File: src/exu_params.svh
`ifndef EXU_PARAMS_SVH
`define EXU_PARAMS_SVH

// datapath widths of the execute stage
`define EXU_DATA_W 32
`define EXU_REG_W 5
`define EXU_CID_W 4
`define EXU_CSR_W 12
`define EXU_ADDR_W 32

`endif

File: src/exu_pkg.sv
`include "exu_params.svh"

package exu_pkg;

    // ==================================================================
    // operation encodings
    // ==================================================================
    typedef enum logic [3:0] {
        ADD, SUB, SLL, SLT, SLTU, XOR, SRL, SRA, OR, AND, LUI
    } alu_op_e;

    typedef enum logic [2:0] {
        JAL, JALR, BEQ, BNE, BLT, BGE, BLTU, BGEU
    } bjp_op_e;

    // matches funct3 of the zicsr register forms
    typedef enum logic [1:0] {
        CSRRW = 2'd1,
        CSRRS = 2'd2,
        CSRRC = 2'd3
    } csr_op_e;

    // ==================================================================
    // writeback payloads
    // ==================================================================
    typedef struct packed {
        logic [`EXU_DATA_W-1:0] wdata;
        logic [`EXU_REG_W-1:0]  waddr;
        logic [`EXU_CID_W-1:0]  commit_id;
        logic                   reg_we;
    } wb_data_t;

    typedef struct packed {
        wb_data_t               wb;
        logic [`EXU_DATA_W-1:0] csr_wdata;
        logic [`EXU_CSR_W-1:0]  csr_waddr;
        logic                   csr_we;
    } csr_wb_t;

endpackage

File: src/exu_wb_if.sv
`timescale 1ns/1ps
`include "exu_params.svh"

// one register writeback port toward the writeback unit
interface exu_wb_if;

    logic [`EXU_DATA_W-1:0] wdata;
    logic                   we;
    logic [`EXU_REG_W-1:0]  waddr;
    logic [`EXU_CID_W-1:0]  commit_id;
    logic                   ready;

    // execution unit side
    modport src (output wdata, we, waddr, commit_id, input ready);

    // top level side
    modport dst (input wdata, we, waddr, commit_id, output ready);

endinterface

File: src/exu.sv
`timescale 1ns/1ps
`include "exu_params.svh"

module exu (
    input  logic                   clk,
    input  logic                   rst_n_i,
    input  logic                   stall_i,
    input  logic                   flush_i,
    input  logic                   int_jump_i,
    input  logic [`EXU_ADDR_W-1:0] int_addr_i,

    // alu lane 0
    input  logic                   req_alu0_i,
    input  logic [`EXU_DATA_W-1:0] alu0_op1_i,
    input  logic [`EXU_DATA_W-1:0] alu0_op2_i,
    input  exu_pkg::alu_op_e       alu0_op_i,
    input  logic [`EXU_REG_W-1:0]  alu0_rd_i,
    input  logic [`EXU_CID_W-1:0]  alu0_commit_id_i,
    input  logic                   alu0_reg_we_i,
    input  logic                   alu0_wb_ready_i,
    output logic [`EXU_DATA_W-1:0] alu0_reg_wdata_o,
    output logic                   alu0_reg_we_o,
    output logic [`EXU_REG_W-1:0]  alu0_reg_waddr_o,
    output logic [`EXU_CID_W-1:0]  alu0_commit_id_o,

    // alu lane 1
    input  logic                   req_alu1_i,
    input  logic [`EXU_DATA_W-1:0] alu1_op1_i,
    input  logic [`EXU_DATA_W-1:0] alu1_op2_i,
    input  exu_pkg::alu_op_e       alu1_op_i,
    input  logic [`EXU_REG_W-1:0]  alu1_rd_i,
    input  logic [`EXU_CID_W-1:0]  alu1_commit_id_i,
    input  logic                   alu1_reg_we_i,
    input  logic                   alu1_wb_ready_i,
    output logic [`EXU_DATA_W-1:0] alu1_reg_wdata_o,
    output logic                   alu1_reg_we_o,
    output logic [`EXU_REG_W-1:0]  alu1_reg_waddr_o,
    output logic [`EXU_CID_W-1:0]  alu1_commit_id_o,

    // branch unit
    input  logic                   req_bjp_i,
    input  logic [`EXU_DATA_W-1:0] bjp_op1_i,
    input  logic [`EXU_DATA_W-1:0] bjp_op2_i,
    input  logic [`EXU_ADDR_W-1:0] bjp_jump_op1_i,
    input  logic [`EXU_ADDR_W-1:0] bjp_jump_op2_i,
    input  exu_pkg::bjp_op_e       bjp_op_i,

    // csr lane 0
    input  logic                   req_csr0_i,
    input  logic [`EXU_DATA_W-1:0] csr0_op1_i,
    input  logic [`EXU_CSR_W-1:0]  csr0_addr_i,
    input  exu_pkg::csr_op_e       csr0_op_i,
    input  logic [`EXU_DATA_W-1:0] csr0_rdata_i,
    input  logic [`EXU_REG_W-1:0]  csr0_rd_i,
    input  logic [`EXU_CID_W-1:0]  csr0_commit_id_i,
    input  logic                   csr0_reg_we_i,
    input  logic                   csr0_wb_ready_i,
    output logic [`EXU_DATA_W-1:0] csr0_reg_wdata_o,
    output logic                   csr0_reg_we_o,
    output logic [`EXU_REG_W-1:0]  csr0_reg_waddr_o,
    output logic [`EXU_CID_W-1:0]  csr0_commit_id_o,
    output logic [`EXU_DATA_W-1:0] csr0_wdata_o,
    output logic                   csr0_we_o,
    output logic [`EXU_CSR_W-1:0]  csr0_waddr_o,

    // csr lane 1
    input  logic                   req_csr1_i,
    input  logic [`EXU_DATA_W-1:0] csr1_op1_i,
    input  logic [`EXU_CSR_W-1:0]  csr1_addr_i,
    input  exu_pkg::csr_op_e       csr1_op_i,
    input  logic [`EXU_DATA_W-1:0] csr1_rdata_i,
    input  logic [`EXU_REG_W-1:0]  csr1_rd_i,
    input  logic [`EXU_CID_W-1:0]  csr1_commit_id_i,
    input  logic                   csr1_reg_we_i,
    input  logic                   csr1_wb_ready_i,
    output logic [`EXU_DATA_W-1:0] csr1_reg_wdata_o,
    output logic                   csr1_reg_we_o,
    output logic [`EXU_REG_W-1:0]  csr1_reg_waddr_o,
    output logic [`EXU_CID_W-1:0]  csr1_commit_id_o,
    output logic [`EXU_DATA_W-1:0] csr1_wdata_o,
    output logic                   csr1_we_o,
    output logic [`EXU_CSR_W-1:0]  csr1_waddr_o,

    output logic                   stall_flag_o,
    output logic                   jump_flag_o,
    output logic [`EXU_ADDR_W-1:0] jump_addr_o,
    output logic                   misaligned_fetch_o
);

    logic                   alu0_stall;
    logic                   alu1_stall;
    logic                   csr0_stall;
    logic                   csr1_stall;
    logic                   csr_grant1;
    logic                   csr_deny;
    logic                   bru_jump;
    logic [`EXU_ADDR_W-1:0] bru_target;

    exu_wb_if alu0_wb ();
    exu_wb_if alu1_wb ();
    exu_wb_if csr0_wb ();
    exu_wb_if csr1_wb ();

    // ==================================================================
    // alu lanes
    // ==================================================================
    exu_alu u_alu0 (
        .clk (clk), .rst_n_i (rst_n_i), .stall_i (stall_i), .flush_i (flush_i),
        .req_i       (req_alu0_i),
        .op1_i       (alu0_op1_i),
        .op2_i       (alu0_op2_i),
        .op_i        (alu0_op_i),
        .rd_i        (alu0_rd_i),
        .commit_id_i (alu0_commit_id_i),
        .reg_we_i    (alu0_reg_we_i),
        .stall_o     (alu0_stall),
        .wb          (alu0_wb)
    );

    exu_alu u_alu1 (
        .clk (clk), .rst_n_i (rst_n_i), .stall_i (stall_i), .flush_i (flush_i),
        .req_i       (req_alu1_i),
        .op1_i       (alu1_op1_i),
        .op2_i       (alu1_op2_i),
        .op_i        (alu1_op_i),
        .rd_i        (alu1_rd_i),
        .commit_id_i (alu1_commit_id_i),
        .reg_we_i    (alu1_reg_we_i),
        .stall_o     (alu1_stall),
        .wb          (alu1_wb)
    );

    // ==================================================================
    // branch unit and jump select
    // ==================================================================
    // only an accepted branch may redirect fetch
    exu_bru u_bru (
        .req_i        (req_bjp_i & ~stall_i & ~flush_i),
        .op1_i        (bjp_op1_i),
        .op2_i        (bjp_op2_i),
        .jump_op1_i   (bjp_jump_op1_i),
        .jump_op2_i   (bjp_jump_op2_i),
        .op_i         (bjp_op_i),
        .jump_o       (bru_jump),
        .target_o     (bru_target),
        .misaligned_o (misaligned_fetch_o)
    );

    assign jump_flag_o = bru_jump | int_jump_i;
    assign jump_addr_o = int_jump_i ? int_addr_i : bru_target;

    // ==================================================================
    // csr arbiter with fixed priority for lane 0
    // ==================================================================
    assign csr_deny   = req_csr0_i & req_csr1_i;
    assign csr_grant1 = req_csr1_i & ~req_csr0_i;

    exu_csr_unit u_csr0 (
        .clk (clk), .rst_n_i (rst_n_i), .stall_i (stall_i), .flush_i (flush_i),
        .req_i (req_csr0_i), .op1_i (csr0_op1_i), .addr_i (csr0_addr_i),
        .op_i (csr0_op_i), .rdata_i (csr0_rdata_i), .rd_i (csr0_rd_i),
        .commit_id_i (csr0_commit_id_i), .reg_we_i (csr0_reg_we_i),
        .stall_o (csr0_stall), .wb (csr0_wb),
        .csr_wdata_o (csr0_wdata_o), .csr_we_o (csr0_we_o), .csr_waddr_o (csr0_waddr_o)
    );

    exu_csr_unit u_csr1 (
        .clk (clk), .rst_n_i (rst_n_i), .stall_i (stall_i), .flush_i (flush_i),
        .req_i (csr_grant1), .op1_i (csr1_op1_i), .addr_i (csr1_addr_i),
        .op_i (csr1_op_i), .rdata_i (csr1_rdata_i), .rd_i (csr1_rd_i),
        .commit_id_i (csr1_commit_id_i), .reg_we_i (csr1_reg_we_i),
        .stall_o (csr1_stall), .wb (csr1_wb),
        .csr_wdata_o (csr1_wdata_o), .csr_we_o (csr1_we_o), .csr_waddr_o (csr1_waddr_o)
    );

    // writeback ports out to the top level
    assign alu0_wb.ready    = alu0_wb_ready_i;
    assign alu0_reg_wdata_o = alu0_wb.wdata;
    assign alu0_reg_we_o    = alu0_wb.we;
    assign alu0_reg_waddr_o = alu0_wb.waddr;
    assign alu0_commit_id_o = alu0_wb.commit_id;

    assign alu1_wb.ready    = alu1_wb_ready_i;
    assign alu1_reg_wdata_o = alu1_wb.wdata;
    assign alu1_reg_we_o    = alu1_wb.we;
    assign alu1_reg_waddr_o = alu1_wb.waddr;
    assign alu1_commit_id_o = alu1_wb.commit_id;

    assign csr0_wb.ready    = csr0_wb_ready_i;
    assign csr0_reg_wdata_o = csr0_wb.wdata;
    assign csr0_reg_we_o    = csr0_wb.we;
    assign csr0_reg_waddr_o = csr0_wb.waddr;
    assign csr0_commit_id_o = csr0_wb.commit_id;

    assign csr1_wb.ready    = csr1_wb_ready_i;
    assign csr1_reg_wdata_o = csr1_wb.wdata;
    assign csr1_reg_we_o    = csr1_wb.we;
    assign csr1_reg_waddr_o = csr1_wb.waddr;
    assign csr1_commit_id_o = csr1_wb.commit_id;

    // a denied csr1 request holds the pipe like a full lane does
    assign stall_flag_o = alu0_stall | alu1_stall | csr0_stall | csr1_stall | csr_deny;

endmodule

File: src/exu_alu.sv
`timescale 1ns/1ps
`include "exu_params.svh"

module exu_alu (
    input  logic                   clk,
    input  logic                   rst_n_i,
    input  logic                   stall_i,
    input  logic                   flush_i,
    input  logic                   req_i,
    input  logic [`EXU_DATA_W-1:0] op1_i,
    input  logic [`EXU_DATA_W-1:0] op2_i,
    input  exu_pkg::alu_op_e       op_i,
    input  logic [`EXU_REG_W-1:0]  rd_i,
    input  logic [`EXU_CID_W-1:0]  commit_id_i,
    input  logic                   reg_we_i,
    output logic                   stall_o,
    exu_wb_if.src                  wb
);

    import exu_pkg::*;

    logic [`EXU_DATA_W-1:0] result;
    logic [4:0]             shamt;
    logic                   take;
    logic                   full;
    logic                   drain;
    wb_data_t               in_d;
    wb_data_t               out_d;

    assign shamt = op2_i[4:0];

    always_comb begin
        case (op_i)
            ADD:     result = op1_i + op2_i;
            SUB:     result = op1_i - op2_i;
            SLL:     result = op1_i << shamt;
            SLT:     result = {{(`EXU_DATA_W-1){1'b0}}, $signed(op1_i) < $signed(op2_i)};
            SLTU:    result = {{(`EXU_DATA_W-1){1'b0}}, op1_i < op2_i};
            XOR:     result = op1_i ^ op2_i;
            SRL:     result = op1_i >> shamt;
            SRA:     result = $signed(op1_i) >>> shamt;
            OR:      result = op1_i | op2_i;
            AND:     result = op1_i & op2_i;
            LUI:     result = op2_i;
            default: result = '0;
        endcase
    end

    // taken when the stage is empty or drains on this edge
    assign take    = req_i & ~stall_i & ~flush_i & (~full | drain);
    assign stall_o = req_i & ~stall_i & ~flush_i & full & ~drain;

    assign in_d = '{wdata: result, waddr: rd_i, commit_id: commit_id_i, reg_we: reg_we_i};

    // no register write means nothing to hold
    exu_wb_stage #(
        .payload_t (wb_data_t)
    ) u_stage (
        .clk     (clk),
        .rst_n_i (rst_n_i),
        .load_i  (take & reg_we_i),
        .data_i  (in_d),
        .ready_i (wb.ready),
        .full_o  (full),
        .data_o  (out_d),
        .drain_o (drain)
    );

    assign wb.wdata     = out_d.wdata;
    assign wb.we        = full & out_d.reg_we;
    assign wb.waddr     = out_d.waddr;
    assign wb.commit_id = out_d.commit_id;

endmodule

File: src/exu_bru.sv
`timescale 1ns/1ps
`include "exu_params.svh"

module exu_bru (
    input  logic                   req_i,
    input  logic [`EXU_DATA_W-1:0] op1_i,
    input  logic [`EXU_DATA_W-1:0] op2_i,
    input  logic [`EXU_ADDR_W-1:0] jump_op1_i,
    input  logic [`EXU_ADDR_W-1:0] jump_op2_i,
    input  exu_pkg::bjp_op_e       op_i,
    output logic                   jump_o,
    output logic [`EXU_ADDR_W-1:0] target_o,
    output logic                   misaligned_o
);

    import exu_pkg::*;

    logic                   eq;
    logic                   lt_s;
    logic                   lt_u;
    logic                   taken;
    logic [`EXU_ADDR_W-1:0] sum;

    assign eq   = (op1_i == op2_i);
    assign lt_s = $signed(op1_i) < $signed(op2_i);
    assign lt_u = op1_i < op2_i;

    always_comb begin
        case (op_i)
            JAL,
            JALR:    taken = 1'b1;
            BEQ:     taken = eq;
            BNE:     taken = ~eq;
            BLT:     taken = lt_s;
            BGE:     taken = ~lt_s;
            BLTU:    taken = lt_u;
            BGEU:    taken = ~lt_u;
            default: taken = 1'b0;
        endcase
    end

    assign sum = jump_op1_i + jump_op2_i;

    // jalr drops bit 0 of the computed address
    assign target_o = (op_i == JALR) ? {sum[`EXU_ADDR_W-1:1], 1'b0} : sum;

    assign jump_o = req_i & taken;

    // without the C extension targets must be word aligned
    assign misaligned_o = jump_o & target_o[1];

endmodule

File: src/exu_csr_unit.sv
`timescale 1ns/1ps
`include "exu_params.svh"

module exu_csr_unit (
    input  logic                   clk,
    input  logic                   rst_n_i,
    input  logic                   stall_i,
    input  logic                   flush_i,
    input  logic                   req_i,
    input  logic [`EXU_DATA_W-1:0] op1_i,
    input  logic [`EXU_CSR_W-1:0]  addr_i,
    input  exu_pkg::csr_op_e       op_i,
    input  logic [`EXU_DATA_W-1:0] rdata_i,
    input  logic [`EXU_REG_W-1:0]  rd_i,
    input  logic [`EXU_CID_W-1:0]  commit_id_i,
    input  logic                   reg_we_i,
    output logic                   stall_o,
    exu_wb_if.src                  wb,
    output logic [`EXU_DATA_W-1:0] csr_wdata_o,
    output logic                   csr_we_o,
    output logic [`EXU_CSR_W-1:0]  csr_waddr_o
);

    import exu_pkg::*;

    logic [`EXU_DATA_W-1:0] new_val;
    logic                   new_we;
    logic                   take;
    logic                   full;
    logic                   drain;
    csr_wb_t                in_d;
    csr_wb_t                out_d;

    always_comb begin
        case (op_i)
            CSRRW:   new_val = op1_i;
            CSRRS:   new_val = rdata_i | op1_i;
            CSRRC:   new_val = rdata_i & ~op1_i;
            default: new_val = rdata_i;
        endcase
    end

    // set/clear with a zero mask leaves the csr untouched
    assign new_we = ~(((op_i == CSRRS) || (op_i == CSRRC)) && (op1_i == '0));

    assign take    = req_i & ~stall_i & ~flush_i & (~full | drain);
    assign stall_o = req_i & ~stall_i & ~flush_i & full & ~drain;

    assign in_d.wb        = '{wdata: rdata_i, waddr: rd_i, commit_id: commit_id_i,
                              reg_we: reg_we_i};
    assign in_d.csr_wdata = new_val;
    assign in_d.csr_waddr = addr_i;
    assign in_d.csr_we    = new_we;

    // loaded even without an rd write since the csr write still has to go out
    exu_wb_stage #(
        .payload_t (csr_wb_t)
    ) u_stage (
        .clk     (clk),
        .rst_n_i (rst_n_i),
        .load_i  (take),
        .data_i  (in_d),
        .ready_i (wb.ready),
        .full_o  (full),
        .data_o  (out_d),
        .drain_o (drain)
    );

    assign wb.wdata     = out_d.wb.wdata;
    assign wb.we        = full & out_d.wb.reg_we;
    assign wb.waddr     = out_d.wb.waddr;
    assign wb.commit_id = out_d.wb.commit_id;

    assign csr_wdata_o = out_d.csr_wdata;
    assign csr_waddr_o = out_d.csr_waddr;
    assign csr_we_o    = drain & out_d.csr_we;

endmodule

File: src/exu_wb_stage.sv
`timescale 1ns/1ps

module exu_wb_stage #(
    parameter type payload_t = logic
) (
    input  logic     clk,
    input  logic     rst_n_i,
    input  logic     load_i,
    input  payload_t data_i,
    input  logic     ready_i,
    output logic     full_o,
    output payload_t data_o,
    output logic     drain_o
);

    logic     full_q;
    payload_t data_q;

    // entry leaves on this edge, so a new load may replace it
    assign drain_o = full_q & ready_i;

    always_ff @(posedge clk or negedge rst_n_i) begin
        if (!rst_n_i) begin
            full_q <= 1'b0;
        end else if (load_i) begin
            full_q <= 1'b1;
        end else if (drain_o) begin
            full_q <= 1'b0;
        end
    end

    // payload only changes on a load and holds under back-pressure
    always_ff @(posedge clk) begin
        if (load_i) begin
            data_q <= data_i;
        end
    end

    assign full_o = full_q;
    assign data_o = data_q;

endmodule

File: config.mk
export PLATFORM = sky130hd
export DESIGN_NAME = exu
export DESIGN_NICKNAME = d
export VERILOG_FILES = /design/src/exu_pkg.sv /design/src/exu_wb_if.sv /design/src/exu.sv /design/src/exu_alu.sv /design/src/exu_bru.sv /design/src/exu_csr_unit.sv /design/src/exu_wb_stage.sv
export VERILOG_INCLUDE_DIRS = /design/src /design/src/src
export SDC_FILE = /design/constraint.sdc
export NUM_CORES = 1
export LEC_CHECK = 0
export ABC_AREA = 0
export BUFFER_PORTS_ARGS = -buffer_cell sky130_fd_sc_hd__buf_2
export CELL_PAD_IN_SITES_DETAIL_PLACEMENT = 0
export CELL_PAD_IN_SITES_GLOBAL_PLACEMENT = 1
export CORE_MARGIN = 3
export CORE_UTILIZATION = 34
export DETAILED_ROUTE_END_ITERATION = 7
export PLACE_DENSITY = 0.74
export RECOVER_POWER = 25
export SYNTH_ARGS = -nofsm -noshare
export SYNTH_HDL_FRONTEND = slang
export SYNTH_SLANG_ARGS = --single-unit
File: constraint.sdc
create_clock -name clk -period 11.8 [get_ports clk]
set_input_delay 2.36 -clock clk [delete_from_list [all_inputs] [get_ports clk]]
set_output_delay 2.36 -clock clk [all_outputs]
set_load 0.05 [all_outputs]
# After elaboration in Yosys (flattened, before gate mapping)
# Index checks and enable logic that the tools add are counted.
# W data, S select, Z words.
totals:
  inputBits: 509
  regBits: 262
  elab_cells: 181
classes:
  reduce_logical: 14
  n_bitwise: 75
  n_mux: 15
  shifts: 6
  addsub: 5
  n_lt_le_gt_ge: 6
  eq_ne: 34
ops:
  columns: ["operator", "count"]
  rows:
  - ["$pmux W32 S11", 2]
  - ["$lt A32 B32 Y1", 6]
  - ["$pmux W32 S3", 2]
  - ["$and A32 B32 Y32", 4]
  - ["$or A32 B32 Y32", 4]
  - ["$add A32 B32 Y32", 3]
  - ["$logic_not A32 Y1", 2]
  - ["$not A32 Y32", 2]
  - ["$shl A32 B5 Y32", 2]
  - ["$shr A32 B5 Y32", 2]
  - ["$sshr A32 B5 Y32", 2]
  - ["$sub A32 B32 Y32", 2]
  - ["$xor A32 B32 Y32", 2]
  - ["$and A1 B1 Y1", 38]
  - ["$eq A32 B32 Y1", 1]
  - ["$eq A4 B3 Y1 const B", 8]
  - ["$mux W32", 1]
  - ["$eq A4 B4 Y1 const B", 6]
  - ["$eq A4 B2 Y1 const B", 4]
  - ["$not A1 Y1", 16]
  - ["$eq A3 B3 Y1 const B", 4]
  - ["$mux W1", 9]
  - ["$or A1 B1 Y1", 9]
  - ["$eq A2 B2 Y1 const B", 4]
  - ["11 further kinds", 20]

# Logic depth before layout (Yosys ltp)
logic_depth:
  ltp_word: 9
  depth_mapped: 17

# Hierarchy
# A second synthesis with hierarchy kept.
unflattened:
  hier_cells: 3604
  hier_area_um2: 31061.0
by_module_without_submodules:
  columns: ["mod", "cells_per_inst", "instances", "area_each_um2"]
  rows:
  - ["exu_alu", 1359, 2, 9182.6]
  - ["exu_wb_stage at u_csr0.u_stage ...", 91, 2, 2656.3]
  - ["exu_wb_stage at u_alu0.u_stage ...", 46, 2, 1305.0]
  - ["exu_bru", 316, 1, 2357.3]
  - ["exu_csr_unit", 127, 2, 920.9]
  - ["exu", 42, 1, 574.3]

# Least setup slack after synthesis
# OpenSTA, ideal clock, no wires.
synth_timing:
  path_type: "in2out"
  startpoint: "input bjp_jump_op1_i[0]"
  endpoint: "output jump_addr_o[28]"
  slack_ns: 3.648
  path_buffers: 0
  cell_stages: 13
  t_arrival_ns: 5.792
  cell_sequence: "ha_1 -> inv_1 -> fa_1 -> nor2b_1 -> o31a_1 -> nor4_1 -> o31ai_1 -> nand2_1 -> o311ai_0 -> a21oi_1 -> nor2b_1 -> xor2_1 -> o21ai_0"
synth_via:
  elab_chain_cells: 2
synth_rtl:
  columns: ["element", "line_no", "rtl"]
  rows:
  - ["start: declaration", "exu.sv:44", "input logic [`EXU_ADDR_W-1:0] bjp_jump_op1_i,"]
  - ["$add A32 B32 Y32", "exu_bru.sv:42", "assign sum = jump_op1_i + jump_op2_i;"]
  - ["$mux W32", "exu.sv:150", "assign jump_addr_o = int_jump_i ? int_addr_i : bru_target;"]
  - ["end: declaration", "exu.sv:86", "output logic [`EXU_ADDR_W-1:0] jump_addr_o,"]
# Every way passes these cells.

# Worst setup path in the final report
layout_timing:
  startpoint: "input bjp_jump_op1_i[1]"
  endpoint: "output jump_addr_o[31]"
# Same word-level chain as after synthesis.

==> reports/results.ini <==
[timing]
timing.fmax_ghz = 0.123
final.period_utilization = 0.690
rsz0062_at_grt = false
post-route-min-period_ps = 8150
max_slew_margin = -0.865
final_worst_clock_skew_ps = 28.2
post-route-worst-setup-slack_ps = 3650
setup_total_negative_slack_ps = 0
setup-violations-final = 0
finalMaxSlewViolations = 235
worstMarginPinSlew_ps = 2800
final-hold-violation-count = 0

[setup_path]
timing_worst_setup_path_type = primary input to output port
crit_fanout = 4
worst_path_dominant_cell_family = compound AO/OA/AOI/OAI gates
slowest_delay_ps = 580
worstPathCellList = buf_2, ha_1, a211oi_1, nor2_1, a211oi_1, o31ai_1, o31ai_1, o221ai_1, nand2b_1, a31oi_1, xnor2_1, mux2_2, buf_2
timing.critical_path.arrival_ps = 5790
critical-path-slowest-cell = o31ai_1
cp.required_ps = 9440
cp-end-kind = output port
worstPathBufferInverterCount = 2
critPathLaunchType = primary input

[finish]
finalCoreUtilization = 0.387
n_fill_cell = 9996
final_nets = 5118
area_delta_synth_final_pct = 12.8
final_layout_size_suffix_gt1_frac = 0.225

[route]
wirelength_um = 160000
post-route-drc-count = 0
first_iter_violations = 4339
drtPass1Iterations = 6
routedWlPerCell_um = 28.3
dr_total_vias = 34002
route.antenna.remaining_nets = 0
drt-vias-per-instance = 6.01

[synthesis]
post_synth_instance_area_mm2 = 0.0327
synth_edf_count = 258
synth.avg_cell_area_um2 = 8.25
synth_cells = 3956
synth-warning-count = 0
ys_seq_area_frac = 0.240
yosys_register_bits = 262
synth_async_sr_flop_share = 0.0153
synth_top_flop_cell = edfxtp_1
synth_cell_type_count = 98
syn_nets = 4727

[placement]
post-dp-hpwl_um = 126000
detailedPlace.worstSlack_ps = 3710
port-buffer-count = 801
final_gp_congestion = 1.02

[clock_network]
tritoncts = built
clock_sink_count = 262
clk_pin_slew_worst_paths_ps = 50
postcts_resize_cnt = 0
htreeDepth = 2
tritoncts.num_buffers = 37
worstSkewPairLatency_ps = 600
postCtsSetupRepairBufs = 0
cts_hold_repair.buffers = 0
clk_root_buffer_cell = clkbuf_16
cts.path.max_buffers = 3

[flow_run]
maximum_capacitance_violations = 5

[die]
floorplan.io_pins = 802
row_count = 113
die_w_um = 316
area_of_the_die_mm2 = 0.0998
effective_utilization_at_floorplan = 0.343
fp.coreArea_mm2 = 0.0952
dieHeight_um = 316

[global_route]
grt_start_max_net_pins = 80
number_of_antenna_violations_at_the_first_check_in_global_routing = 44
grtUsageTotal = 0.304
first_global_vias = 31596
globalRoute.totalOverflow = 0
grt_pass1_wl_um = 226000

[power]
static-leakage-power_nw = 15.4
vdd_ir_drop_max_uv = 80.8
pwrdens_mw_per_mm2 = 99.4

[run_status]
result_of_the_run = complete, but fails checks
violations = max-capacitance violations, max-slew violations

[min_path]
hold_path_class = register to register

[synth_stat cells (15+ instances only)]
| library cell | instances | area share |
|---|---|---|
| a211o_1 | 17 | 0.0046 |
| a211oi_1 | 176 | 0.040 |
| a21o_1 | 67 | 0.015 |
| a21oi_1 | 273 | 0.042 |
| a221o_1 | 23 | 0.0071 |
| a221oi_1 | 48 | 0.013 |
| a22oi_1 | 43 | 0.0099 |
| a31oi_1 | 25 | 0.0048 |
| and2_1 | 25 | 0.0048 |
| buf_1 | 31 | 0.0036 |
| buf_2 | 27 | 0.0041 |
| buf_4 | 256 | 0.059 |
| clkbuf_1 | 176 | 0.020 |
| edfxtp_1 | 258 | 0.24 |
| ha_1 | 257 | 0.098 |
| inv_1 | 238 | 0.027 |
| mux2i_1 | 91 | 0.028 |
| mux4_2 | 101 | 0.070 |
| nand2_1 | 275 | 0.032 |
| nand2b_1 | 42 | 0.0080 |
| nand3_1 | 66 | 0.010 |
| nand4_1 | 30 | 0.0057 |
| nor2_1 | 482 | 0.055 |
| nor2b_1 | 100 | 0.019 |
| nor3_1 | 69 | 0.011 |
| nor4_1 | 32 | 0.0061 |
| o2111ai_1 | 23 | 0.0062 |
| o211ai_1 | 45 | 0.010 |
| o21a_1 | 15 | 0.0034 |
| o21ai_0 | 250 | 0.038 |
| o21bai_1 | 40 | 0.0092 |
| o221ai_1 | 26 | 0.0070 |
| o22ai_1 | 50 | 0.0096 |
| o31ai_1 | 28 | 0.0064 |
| xnor2_1 | 17 | 0.0046 |
| xor2_1 | 16 | 0.0043 |
[power by group]
part	switching [mW]	internal, mW	total [mW]
clock network	0.488	0.670	1.16
registers	0.00704	1.06	1.07
logic	0.968	0.466	1.43
[cell families (layout without fill, tap and decap cells)]
family	count (synthesis)	count (layout)	synth area share
AO/OA/AOI/OAI	1269	1269	0.263
XOR/XNOR	33	33	0.00885
adder cells (fa/ha/maj)	262	262	0.102
buffers and inverters	744	1162	0.119
flip-flops	262	262	0.240
multiplexers	202	202	0.101
other	0	15	0
AND/OR/NAND/NOR	1184	1184	0.166
[final cells by class]
class	count	area, um2	share of cell area
tap	1265	1580	0.0430
inverter	242	908	0.0247
timing repair buffer	854	4300	0.117
clock inverter	23	251	0.00683
sequential	262	7850	0.213
antenna	15	37.5	0.00102
clock buffer	43	948	0.0257
multi-input combinational	2950	21000	0.569
[tightest hold or removal path, cell delays in order (launching register included)]
cell	delay, ps
dfrtp_1	440
inv_1	70
o21ai_0	80
[per-stage QoR]
stage | power (mW) | instance area [um2] | std cells | hold slack [ps]
6_report | 3.66 | 36800 | 5654 | 638
5_1_grt | 3.82 | 36800 | 5646 | 691
4_1_cts | 3.67 | 36900 | 5639 | 635
3_5_place_dp | 2.49 | 35700 | 5573 | 618
3_3_place_gp | 2.49 | 35700 | 5573 | 603
2_1_floorplan | 2.01 | 32700 | 3956 | 483
[layer usage]
| layer | GRT usage | routed length, um | vias to the layer above |
|---|---|---|---|
| met2 | 0.487 | 73000 | 1900 |
| met5 | 0 | 119 | - |
| li1 | - | - | 15279 |
| met3 | 0.0685 | 14400 | 401 |
| met4 | 0.162 | 9890 | 20 |
| met1 | 0.382 | 62800 | 16402 |
[placed cells by master, fill, tap and decap left out, types with 15 or more instances in the layout]
| master | count |
|---|---|
| ha_1 | 257 |
| a21o_1 | 67 |
| o211ai_1 | 45 |
| mux2i_1 | 91 |
| nor3_1 | 68 |
| nor4_1 | 30 |
| clkbuf_1 | 91 |
| inv_1 | 237 |
| and2_1 | 21 |
| edfxtp_1 | 258 |
| mux4_2 | 101 |
| o21bai_1 | 40 |
| nor2_1 | 480 |
| a221oi_1 | 48 |
| o31ai_1 | 28 |
| diode_2 | 15 |
| a211oi_1 | 176 |
| nand2_1 | 273 |
| xor2_1 | 16 |
| xnor2_1 | 17 |
| nand3_1 | 66 |
| buf_2 | 717 |
| a221o_1 | 23 |
| nand4_1 | 30 |
| clkbuf_16 | 37 |
| buf_4 | 52 |
| o22ai_1 | 50 |
| o21ai_0 | 250 |
| o21a_1 | 15 |
| nor2b_1 | 100 |
| a31oi_1 | 25 |
| o2111ai_1 | 23 |
| a211o_1 | 17 |
| nand2b_1 | 42 |
| a22oi_1 | 43 |
| a21oi_1 | 272 |
| o221ai_1 | 26 |
[path summary, 6_finish.rpt]
path                       slack, ps                             endpoint                              start  cells after the start
max                             3650                      jump_addr_o[31]                  bjp_jump_op1_i[1]                     13
min                              640    u_alu1.u_stage.full_o$_DFFE_PN0P_  u_alu1.u_stage.full_o$_DFFE_PN0P_                      2
max reg2reg                     8780  u_csr1.u_stage.data_o[47]$_DFFE_PP_  u_csr1.u_stage.full_o$_DFFE_PN0P_                      3
min reg2reg                      640    u_alu1.u_stage.full_o$_DFFE_PN0P_  u_alu1.u_stage.full_o$_DFFE_PN0P_                      2
max in group asynchronous       9690    u_alu1.u_stage.full_o$_DFFE_PN0P_                            rst_n_i                      1
min in group asynchronous       1720    u_csr1.u_stage.full_o$_DFFE_PN0P_                            rst_n_i                      1
[sequential cells by signal, indices dropped and copies added (netlist names)]
signal,cells
u_alu1.u_stage.full_o,1
u_alu0.u_stage.full_o,1
u_csr0.u_stage.data_o,87
u_alu0.u_stage.data_o,42
u_alu1.u_stage.data_o,42
u_csr0.u_stage.full_o,1
u_csr1.u_stage.data_o,87
u_csr1.u_stage.full_o,1
No activity file was read; power rests on OpenSTA's default activity.
